--- src/verilog/sd_pkg.sv ---
// sd spi-mode package with protocol byte values, bus timing and block types
`default_nettype none

package sd_pkg;

  localparam int BLOCK_BYTES     = 512;
  localparam int CMD_BYTES       = 6;  // command, 4 address bytes, crc
  localparam int SPI_HALF_PERIOD = 2;  // system clocks per sclk half period
  localparam int SPI_DIV_W       = $clog2(SPI_HALF_PERIOD + 1);

  typedef logic [7:0]                   sd_byte_t;
  typedef logic [BLOCK_BYTES*8-1:0]     sd_block_t;  // byte 0 in the top bits
  typedef logic [31:0]                  sd_addr_t;
  typedef logic [$clog2(BLOCK_BYTES)-1:0] sd_index_t;
  typedef logic [SPI_DIV_W-1:0]         spi_div_t;

  localparam sd_byte_t CMD_READ_BLOCK  = 8'h51;  // cmd17 with start bits
  localparam sd_byte_t CMD_WRITE_BLOCK = 8'h58;  // cmd24
  localparam sd_byte_t CRC_DUMMY       = 8'hFF;
  localparam sd_byte_t START_TOKEN     = 8'hFE;
  localparam sd_byte_t IDLE_BYTE       = 8'hFF;
  localparam sd_byte_t DATA_ACCEPTED   = 8'h05;
  localparam sd_byte_t DATA_RESP_MASK  = 8'h1F;  // status bits of the data response

endpackage

`default_nettype wire
--- src/verilog/sd_spi_shifter.sv ---
// spi mode-0 byte transceiver with sclk divider and registered chip select
`timescale 1ns/1ps
`default_nettype none

module sd_spi_shifter (
  input  logic             clock,
  input  logic             reset,
  input  logic             start,
  input  sd_pkg::sd_byte_t tx_byte,
  input  logic             select,
  output sd_pkg::sd_byte_t rx_byte,
  output logic             done,
  output logic             sclk,
  output logic             mosi,
  input  logic             miso,
  output logic             cs_n
);

  logic             active;
  sd_pkg::spi_div_t div_cnt;
  logic [2:0]       bit_cnt;
  logic             half_tick;
  logic             miso_q;
  sd_pkg::sd_byte_t shift_q;

  assign half_tick = active && (div_cnt == sd_pkg::spi_div_t'(sd_pkg::SPI_HALF_PERIOD - 1));

  always_ff @(posedge clock or posedge reset) begin
    if (reset) begin
      active  <= 1'b0;
      div_cnt <= '0;
      bit_cnt <= '0;
      sclk    <= 1'b0;
      done    <= 1'b0;
      cs_n    <= 1'b1;
    end else begin
      done <= 1'b0;
      cs_n <= ~select;
      if (start && !active) begin
        active  <= 1'b1;
        div_cnt <= sd_pkg::spi_div_t'(1);  // start cycle counts toward the first half
        bit_cnt <= '0;
        sclk    <= 1'b0;
      end else if (half_tick) begin
        div_cnt <= '0;
        sclk    <= ~sclk;
        if (sclk) begin  // falling edge
          bit_cnt <= bit_cnt + 3'd1;
          if (bit_cnt == 3'd7) begin
            active <= 1'b0;
            done   <= 1'b1;
          end
        end
      end else if (active) begin
        div_cnt <= div_cnt + 1'b1;
      end
    end
  end

  always_ff @(posedge clock) begin
    if (start && !active) begin
      shift_q <= tx_byte;
    end else if (half_tick) begin
      if (!sclk) miso_q <= miso;  // sample on rising sclk
      else shift_q <= {shift_q[6:0], miso_q};
    end
  end

  assign mosi    = active ? shift_q[7] : 1'b1;  // line idles high
  assign rx_byte = shift_q;

endmodule

`default_nettype wire

--- config.mk ---
export PLATFORM = sky130hd
export DESIGN_NAME = sd_spi_shifter
export DESIGN_NICKNAME = d
export VERILOG_FILES = /design/src/verilog/sd_pkg.sv /design/src/verilog/sd_spi_shifter.sv
export SDC_FILE = /design/constraint.sdc
export NUM_CORES = 1
export LEC_CHECK = 0
export BUFFER_PORTS_ARGS = -buffer_cell sky130_fd_sc_hd__buf_2
export CAP_MARGIN = 20
export CORE_MARGIN = 2
export CORE_UTILIZATION = 48
export DETAILED_ROUTE_END_ITERATION = 7
export PLACE_DENSITY = 0.84
export RECOVER_POWER = 25
export SKIP_LAST_GASP = 1
export SLEW_MARGIN = 25
export SYNTH_ARGS = -nofsm -noshare
export SYNTH_HDL_FRONTEND = slang
export SYNTH_SLANG_ARGS = --single-unit
--- constraint.sdc ---
create_clock -name clock -period 1.7 [get_ports clock]
set_input_delay 0.17 -clock clock [delete_from_list [all_inputs] [get_ports clock]]
set_output_delay 0.17 -clock clock [all_outputs]
set_load 0.01 [all_outputs]
==> impl_metrics.env, run 1 <==
export IMPL_clock_path_buffers=2
export IMPL_fill_cells=130
export IMPL_drt_first_pass_iters=3
export IMPL_layout_area_seq_um2=497
export IMPL_share_of_post_route_cells_with_drive_strength_above_1_pct=31.7
export IMPL_final_slew_violations=0
export IMPL_timing_hold_worst_path_depth=1
export IMPL_setup_violations=0
export IMPL_grt_pass1_wl_mm=2.36
export IMPL_status="finished clean"
export IMPL_grt_antenna_before_repair=0
export IMPL_area_growth_syn_to_layout_pct=19.8
export IMPL_grt_setup_unrepaired="false"
export IMPL_yosys_register_bits=18
export IMPL_dieWidth_um=44.8
export IMPL_synth_area_in_adders_pct=3.13
export IMPL_post_synth_mux_area_share_pct=0
export IMPL_tightest_slew_ps=576
export IMPL_post_route_wl_mm=1.39
export IMPL_timing_critical_path_max_delay_family="simple AND/OR/NAND/NOR gates"
export IMPL_timing_setup_critical_path_class="flop to flop"
export IMPL_mostFrequentLayoutCells="30 x nand2_1, 24 x buf_2, 9 x edfxtp_1"
export IMPL_power_per_cell_area_nw_per_um2=1480
export IMPL_multiInputGateArea_um2=269
export IMPL_path_clk_slew_ps=100
export IMPL_worst_r2r_path_depth=2
export IMPL_crit_path_end_kind="flop"
export IMPL_area_enclosed_by_the_die_boundary_um2=2010
export IMPL_global_router_s_overall_resource_usage_pct=16.4
export IMPL_routed_wire_length_per_instance_um=11.9
export IMPL_initial_util_pct=51.9
export IMPL_numCtsBuffers=3
export IMPL_p_leak_nw=0.500
export IMPL_synthCells=74
export IMPL_io_pins=25
export IMPL_cp_required_ps=1670
export IMPL_maxCapViolations=0
export IMPL_postSynthAreaPerCell_um2=10.8
export IMPL_min_period_over_period_pct=85.2
export IMPL_nNetsFinal=117
export IMPL_delay_of_the_slowest_cell_on_the_worst_path_ps=520
export IMPL_clock_latency_at_the_later_pin_of_the_worst_skew_pair_ps=300
export IMPL_yosysUniqueCellTypes=23
export IMPL_cts_tree="yes"
export IMPL_detail_route_vias_per_cell=4.93
export IMPL_htree_num_levels=1
export IMPL_final_util_pct=62.3
export IMPL_pin_count_of_the_biggest_net_entering_global_routing=14
export IMPL_synth_xor_area_share_pct=0
export IMPL_yosys_area_share_simple_pct=27.3
export IMPL_fin_hold_ws_ps=39.2
export IMPL_crit_chain="nand4b_1 -> nand2_1"
export IMPL_detailedRoute_firstIterationViolations=2
export IMPL_tritoncts_num_sinks=18
export IMPL_detailroute_via_count=577
export IMPL_maxClockFrequency_mhz=690
export IMPL_cpMaxStageDelayCell="dfrtp_1"
export IMPL_n_antenna_cell=0
export IMPL_grt_overflow_total=0
export IMPL_vdd_ir_drop_worst_mv=0.998
export IMPL_setup_worst_path_start_class="flop"
export IMPL_ant_nets=0
export IMPL_syn_num_nets=89
export IMPL_post_layout_total_power_mw=1.42
export IMPL_drcViolationCount=0
export IMPL_io_buffers=24
export IMPL_post_cts_setup_buffers=0
export IMPL_synthesis_area_um2=801
export IMPL_core_region_area_um2=1540
export IMPL_cp_max_fo=10
export IMPL_detailed_place_hpwl_mm=1.05
export IMPL_first_global_vias=586
export IMPL_layout_cells_most_common="nand2_1"
export IMPL_dominant_combinational_cell_family_by_area_after_synthesis="simple AND/OR/NAND/NOR gates"
export IMPL_headroom_to_the_max_slew_limit_pct=61.5
export IMPL_crit_buf_inv=0
export IMPL_synth_warnings=0
export IMPL_hold_class="input pin to flop"
export IMPL_cp_arrival_ps=1410
export IMPL_seq_area_frac_synth_pct=62.0
export IMPL_finClkSkew_ps=11.7
export IMPL_total_negative_slack_ps=0
export IMPL_place_congestion=0.810
export IMPL_cts_root_buf="clkbuf_4"
export IMPL_detailedPlace_worstSlack_ps=239
export IMPL_total_stage_count_of_the_critical_path=2
export IMPL_hold_viol_final=0
export IMPL_placement_rows=14
export IMPL_min_period_ps=1450
export IMPL_timing_final_ws_setup_ps=252
export IMPL_fraction_of_the_mapped_netlist_area_in_compound_gates_pct=3.13
export IMPL_die_height_um=44.8
-- per-stage QoR --
| step | instances | cell area, µm² |
|---|---|---|
| finish | 117 | 960 |
| global placement | 111 | 913 |
| detailed placement | 111 | 913 |
| floorplan | 74 | 801 |
| CTS | 117 | 960 |
| global route | 117 | 960 |
-- path summary, 6_finish.rpt --
kind	startpoint	endpoint	slack, ps
min reg2reg	bit_cnt[0]	bit_cnt[0]	510
max reg2reg	active	rx_byte[5]	250
max	active	rx_byte[5]	250
min	miso	miso_q	40
max in group asynchronous	reset	cs_n	1060
min in group asynchronous	reset	bit_cnt[0]	350
-- layer usage --
layer | wire length, µm | track usage (%) | vias up
li1 | - | - | 299
met1 | 624 | 19.1 | 255
met2 | 659 | 28.7 | 20
met3 | 84 | 2.80 | 3
met4 | 21 | 8.82 | 0
met5 | 0 | 0 | -
-- synthesized netlist by cell type (all sizes together) --
| master | n | area share [%] |
|---|---|---|
| buf | 3 | 3.4 |
| and4b | 1 | 1.3 |
| and3 | 1 | 0.78 |
| a21o | 2 | 1.9 |
| nand3 | 3 | 1.9 |
| nor2 | 2 | 1.3 |
| nand4b | 1 | 1.1 |
| and2 | 1 | 1.1 |
| inv | 2 | 0.94 |
| dfrtp | 8 | 25 |
| ha | 2 | 3.1 |
| nor2b | 1 | 0.78 |
| dfstp | 1 | 3.3 |
| nand2 | 30 | 14 |
| edfxtp | 9 | 34 |
| a21oi | 1 | 0.62 |
| o21ai | 1 | 0.62 |
| nand2b | 3 | 3.3 |
| nor3 | 2 | 1.9 |
-- timing repair --
| item | CTS | global route |
|---|---|---|
| endpoints found under the hold margin | 9 | 0 |
| hold buffers | 2 | 0 |
| resized for setup | 0 | 0 |
| setup endpoints to repair | 0 | 0 |
-- kinds of logic (layout without fill, tap and decap cells) --
kind of cell / after synthesis / after routing
AND/OR/NAND/NOR: 45 / 45
AO/OA/AOI/OAI: 4 / 4
adder cells (fa/ha/maj): 2 / 2
flip-flops: 18 / 18
buffers and inverters: 5 / 32
-- area by class of cell --
class / count / share of cell area [%]
Clock buffer: 4 / 2.74
Inverter: 2 / 0.782
Multi-Input combinational cell: 51 / 28.0
Sequential cell: 18 / 51.8
Tap cell: 16 / 2.09
Timing Repair Buffer: 26 / 14.6
-- flip-flops by register name (all words and copies together), names as in the netlist --
register,count
sclk,1
active,1
rx_byte,8
bit_cnt,3
done,1
cs_n,1
miso_q,1
div_cnt,2
-- where the power goes --
group | total [mW] | switching [mW] | internal, mW
clock | 0.217 | 0.126 | 0.0914
combinational | 0.462 | 0.265 | 0.198
sequential | 0.739 | 0.0928 | 0.646
total | 1.42 | 0.483 | 0.935
(Power assumes the default switching activity.)
==> inputs of run 2 (changes only) <==
Settings changed: CELL_PAD_IN_SITES_DETAIL_PLACEMENT set to 1, CELL_PAD_IN_SITES_GLOBAL_PLACEMENT set to 2, CORE_MARGIN 2 to 3, CORE_UTILIZATION 48 to 29, PLACE_DENSITY 0.84 to 0.82.
==> run 2 against run 1 <==
Against the previous run: worst setup slack improved by 67 ps; utilization decreased by 23 points; via count increased by 2.4%; total power increased by 3.1%; global-route usage decreased by 6.3 points; sequential power increased by 0.5%; wire length increased by 12%; critical endpoint is now rx_byte[2].
==> impl_metrics.env, run 2 (synthesis gave the netlist of run 1 again) <==
export IMPL_die_height_um=58.5
export IMPL_post_layout_total_power_mw=1.46
export IMPL_cp_max_fo=10
export IMPL_headroom_to_the_max_slew_limit_pct=77.9
export IMPL_initial_util_pct=31.5
export IMPL_area_growth_syn_to_layout_pct=24.2
export IMPL_detailedPlace_worstSlack_ps=300
export IMPL_layout_cells_most_common="nand2_1"
export IMPL_detail_route_vias_per_cell=4.48
export IMPL_global_router_s_overall_resource_usage_pct=10.1
export IMPL_mostFrequentLayoutCells="30 x nand2_1, 24 x buf_2, 9 x edfxtp_1"
export IMPL_total_negative_slack_ps=0
export IMPL_placement_rows=18
export IMPL_io_buffers=24
export IMPL_global_route_usage_met3_pct=3.07
export IMPL_post_cts_setup_buffers=0
export IMPL_gr_max_usage_layer="met2"
export IMPL_clock_latency_at_the_later_pin_of_the_worst_skew_pair_ps=290
export IMPL_min_period_over_period_pct=81.3
export IMPL_timing_final_ws_setup_ps=318
export IMPL_pin_count_of_the_biggest_net_entering_global_routing=14
export IMPL_largest_register_ffs=8
export IMPL_crit_path_end_kind="flop"
export IMPL_final_util_pct=39.1
export IMPL_cts_root_buf="clkbuf_4"
export IMPL_cts_tree="yes"
export IMPL_tightest_slew_ps=331
export IMPL_fin_hold_ws_ps=48.0
export IMPL_cts_hold_buffers_added=2
export IMPL_detailed_place_hpwl_mm=1.25
export IMPL_ant_nets=0
export IMPL_met2_usage_pct=16.1
export IMPL_min_period_ps=1380
export IMPL_grt_overflow_total=0
export IMPL_hold_viol_final=0
export IMPL_cp_required_ps=1670
export IMPL_area_enclosed_by_the_die_boundary_um2=3430
export IMPL_core_region_area_um2=2540
export IMPL_share_of_post_route_cells_with_drive_strength_above_1_pct=33.3
export IMPL_hold_class="input pin to flop"
export IMPL_timing_setup_critical_path_class="flop to flop"
export IMPL_p_leak_nw=0.512
export IMPL_dieWidth_um=58.5
export IMPL_tritoncts_num_sinks=18
export IMPL_grt_setup_unrepaired="false"
export IMPL_setup_violations=0
export IMPL_path_clk_slew_ps=100
export IMPL_htree_num_levels=1
export IMPL_cp_arrival_ps=1360
export IMPL_maxClockFrequency_mhz=724
export IMPL_grt_pass1_wl_mm=2.56
export IMPL_place_congestion=0.734
export IMPL_nNetsFinal=118
export IMPL_numCtsBuffers=3
export IMPL_drt_first_pass_iters=4
export IMPL_met1_usage_pct=12.2
export IMPL_n_antenna_cell=0
export IMPL_post_route_wl_mm=1.55
export IMPL_detailedRoute_firstIterationViolations=9
export IMPL_drcViolationCount=0
export IMPL_maxCapViolations=0
export IMPL_grt_antenna_before_repair=0
export IMPL_final_slew_violations=0
export IMPL_first_global_vias=596
export IMPL_power_per_cell_area_nw_per_um2=1470
export IMPL_setup_worst_path_start_class="flop"
export IMPL_vdd_ir_drop_worst_mv=0.680
export IMPL_post_cts_resize_count=0
export IMPL_io_pins=25
export IMPL_clock_path_buffers=2
export IMPL_finClkSkew_ps=1.75
export IMPL_detailroute_via_count=591
export IMPL_routed_wire_length_per_instance_um=11.8
export IMPL_status="finished clean"
==> run 2: cell count changes in the layout (fill, tap and decap cells not counted), sizes merged <==
cell / before / now
buf: 24 / 25
==> run 2: where the power goes <==
group          leakage [nW]  switching [mW]  internal (mW)  total [mW]
sequential            0.193          0.0962          0.647       0.743
clock                0.0210           0.126          0.131       0.256
combinational         0.298           0.264          0.198       0.463
total                 0.512           0.486          0.976        1.46
==> run 2: area by class of cell <==
type,instances,area (µm²)
fill,301,1550
sequential,18,497
multi-input combinational,51,269
timing repair buffer,27,148
tap,30,37.5
clock buffer,4,36.3
inverter,2,7.51
==> run 2: worst paths after layout <==
path                       slack (ps)         end  cells after the start  startpoint
hold / removal                     50      miso_q                      1        miso
setup reg to reg                  320  rx_byte[2]                      2      active
min in group asynchronous         380        sclk                      3       reset
hold reg to reg                   500  bit_cnt[0]                      1  bit_cnt[0]
setup / recovery                  320  rx_byte[2]                      2      active
max in group asynchronous        1030        cs_n                      3       reset
==> run 2: stage by stage <==
step,instances,instance area (µm²)
finish,132,995
detailed placement,126,938
floorplan,74,801
global route,132,995
global placement,126,938
CTS,132,995
==> run 2: worst max-delay path, stage by stage (launching register included) <==
cell,delay [ps]
dfrtp_1,500
nand4b_1,240
nand2_1,330
==> run 2: layer usage <==
layer / up-vias / wire, µm
li1: 299 / -
met2: 23 / 665
met4: 0 / 32
met1: 264 / 714
met3: 5 / 141
met5: - / 0
==> inputs of run 3 (changes only) <==
Clock period 1.7 ns to 1.3 ns, I/O delays scaled along.
==> run 3 against run 2 <==
Against the previous run: largest power group unchanged; critical endpoint is now rx_byte[4]; die area unchanged; cell count up 3.0%; worst setup slack worse by 210 ps; global-route usage up 1.1 points.
==> impl_metrics.env, run 3 (synthesis gave the netlist of run 1 again) <==
export IMPL_nNetsFinal=122
export IMPL_htree_num_levels=1
export IMPL_hold_viol_final=0
export IMPL_cp_max_fo=7
export IMPL_cpMaxStageDelayCell="dfrtp_1"
export IMPL_power_share_sequential_pct=50.0
export IMPL_initial_util_pct=31.5
export IMPL_tritoncts_num_sinks=18
export IMPL_area_enclosed_by_the_die_boundary_um2=3430
export IMPL_internal_power_mw=1.26
export IMPL_drt_first_pass_iters=3
export IMPL_io_buffers=24
export IMPL_cts_tree="yes"
export IMPL_grt_antenna_before_repair=0
export IMPL_area_growth_syn_to_layout_pct=27.2
export IMPL_placement_rows=18
export IMPL_maxCapViolations=0
export IMPL_global_router_s_overall_resource_usage_pct=11.2
export IMPL_hold_class="input pin to flop"
export IMPL_p_leak_nw=0.520
export IMPL_io_pins=25
export IMPL_worst_path_most_repeated_cell="nand2_1"
export IMPL_routed_wire_length_per_instance_um=13.1
export IMPL_status="finished clean"
export IMPL_n_antenna_cell=0
export IMPL_share_of_post_route_cells_with_drive_strength_above_1_pct=35.8
export IMPL_drcViolationCount=0
export IMPL_setup_worst_path_start_class="flop"
export IMPL_crit_path_end_kind="flop"
export IMPL_maxClockFrequency_mhz=841
export IMPL_core_region_area_um2=2540
export IMPL_cts_root_buf="clkbuf_4"
export IMPL_ant_nets=0
export IMPL_detail_route_vias_per_cell=4.53
export IMPL_post_layout_total_power_mw=1.93
export IMPL_min_period_over_period_pct=91.5
export IMPL_finClkSkew_ps=0.866
export IMPL_final_slew_violations=0
export IMPL_largest_register_ffs=8
export IMPL_grt_setup_unrepaired="false"
export IMPL_timing_final_ws_setup_ps=111
export IMPL_place_congestion=0.728
export IMPL_detailroute_via_count=616
export IMPL_pwr_share_clk_pct=14.5
export IMPL_crit_buf_inv=1
export IMPL_timing_setup_critical_path_class="flop to flop"
export IMPL_delay_of_the_slowest_cell_on_the_worst_path_ps=460
export IMPL_net_switching_fraction_of_the_power_pct=34.5
export IMPL_detailedPlace_worstSlack_ps=39.0
export IMPL_setup_violations=0
export IMPL_timing_critical_path_max_delay_family="flip-flops"
export IMPL_layout_cells_most_common="nand2_1"
export IMPL_cp_required_ps=1360
export IMPL_clock_path_buffers=2
export IMPL_first_global_vias=652
export IMPL_power_combinational_fraction_pct=35.4
export IMPL_total_negative_slack_ps=0
export IMPL_headroom_to_the_max_slew_limit_pct=76.4
export IMPL_clock_latency_at_the_later_pin_of_the_worst_skew_pair_ps=290
export IMPL_dieWidth_um=58.5
export IMPL_vdd_ir_drop_worst_mv=0.893
export IMPL_tightest_slew_ps=354
export IMPL_mostFrequentLayoutCells="29 x nand2_1, 23 x buf_2, 9 x edfxtp_1"
export IMPL_fill_cells=307
export IMPL_min_period_ps=1190
export IMPL_switching_component_of_the_power_mw=0.667
export IMPL_power_per_cell_area_nw_per_um2=1900
export IMPL_post_route_wl_mm=1.78
export IMPL_grt_overflow_total=0
export IMPL_grt_pass1_wl_mm=2.91
export IMPL_detailed_place_hpwl_mm=1.42
export IMPL_detailedRoute_firstIterationViolations=2
export IMPL_path_clk_slew_ps=100
export IMPL_pin_count_of_the_biggest_net_entering_global_routing=11
export IMPL_setup_reg_to_reg_worst_slack_ps=110
export IMPL_final_util_pct=40.0
export IMPL_numCtsBuffers=3
export IMPL_crit_chain="nand2b_4 -> buf_4 -> nand2_1 -> nand2_1"
export IMPL_cp_arrival_ps=1240
export IMPL_die_height_um=58.5
run 3: cell count changes in the layout (fill, tap and decap cells not counted):
cell,previous run,this run
clkbuf_1,0,1
nor2b_2,0,1
buf_4,1,5
nor2b_1,1,0
clkbuf_8,1,0
nand2_2,0,1
buf_2,24,23
clkinv_1,0,1
nand2_1,30,29
run 3: through the flow:
step                      hold slack (ps)  std cells  cell area, µm²
after detailed placement              110        130             968
after CTS                            12.8        136            1010
after global placement                103        130             968
after floorplan                     -42.8         74             801
final                                21.7        136            1020
after global routing                 10.2        136            1020
run 3: metal layers:
layer	vias up	GRT usage, %	routed length (µm)	part of all wire, %
met4	0	4.97	0	0
met1	290	13.1	771	43
met5	-	0	0	0
li1	306	-	-	-
met2	20	19.3	853	48
met3	0	2.63	152	8.6
run 3: path summary, 6_finish.rpt:
path,endpoint,cells after the start,startpoint
min in group asynchronous,bit_cnt[1],3,reset
max in group asynchronous,cs_n,3,reset
setup reg to reg,rx_byte[4],4,active
hold / removal,miso_q,1,miso
hold reg to reg,bit_cnt[0],1,bit_cnt[0]
setup / recovery,rx_byte[4],4,active
run 3: worst reg2reg max path: cells and delay by family, from the launching register on:
family | cells | cell delay [ps]
buffers and inverters | 1 | 170
DFF | 1 | 460
and+or+nand+nor | 3 | 330
run 3: power by group through the flow:
stage,sequential [mW],combinational (mW),clock [mW]
after floorplan,1.01,0.356,0
after global placement,0.964,0.663,0
after detailed placement,0.983,0.688,0
final,0.966,0.684,0.281
after CTS,0.971,0.696,0.298
after global routing,0.992,0.780,0.314
run 3: what timing repair did:
| action | 4_1_cts | 5_1_grt |
|---|---|---|
| setup buffers | 0 | 0 |
| setup endpoints to repair | 0 | 10 |
| gates resized for setup | 0 | 2 |
| hold buffers | 2 | 0 |
| endpoints found under the hold margin | 9 | 0 |
run 3: final cells by class:
cell class | count | area [µm²] | area share, %
Clock buffer | 3 | 22.5 | 2.21
Clock inverter | 1 | 3.75 | 0.369
Inverter | 2 | 7.51 | 0.737
Multi-Input combinational cell | 51 | 274 | 26.9
Sequential cell | 18 | 497 | 48.8
Tap cell | 30 | 37.5 | 3.69
Timing Repair Buffer | 31 | 176 | 17.3
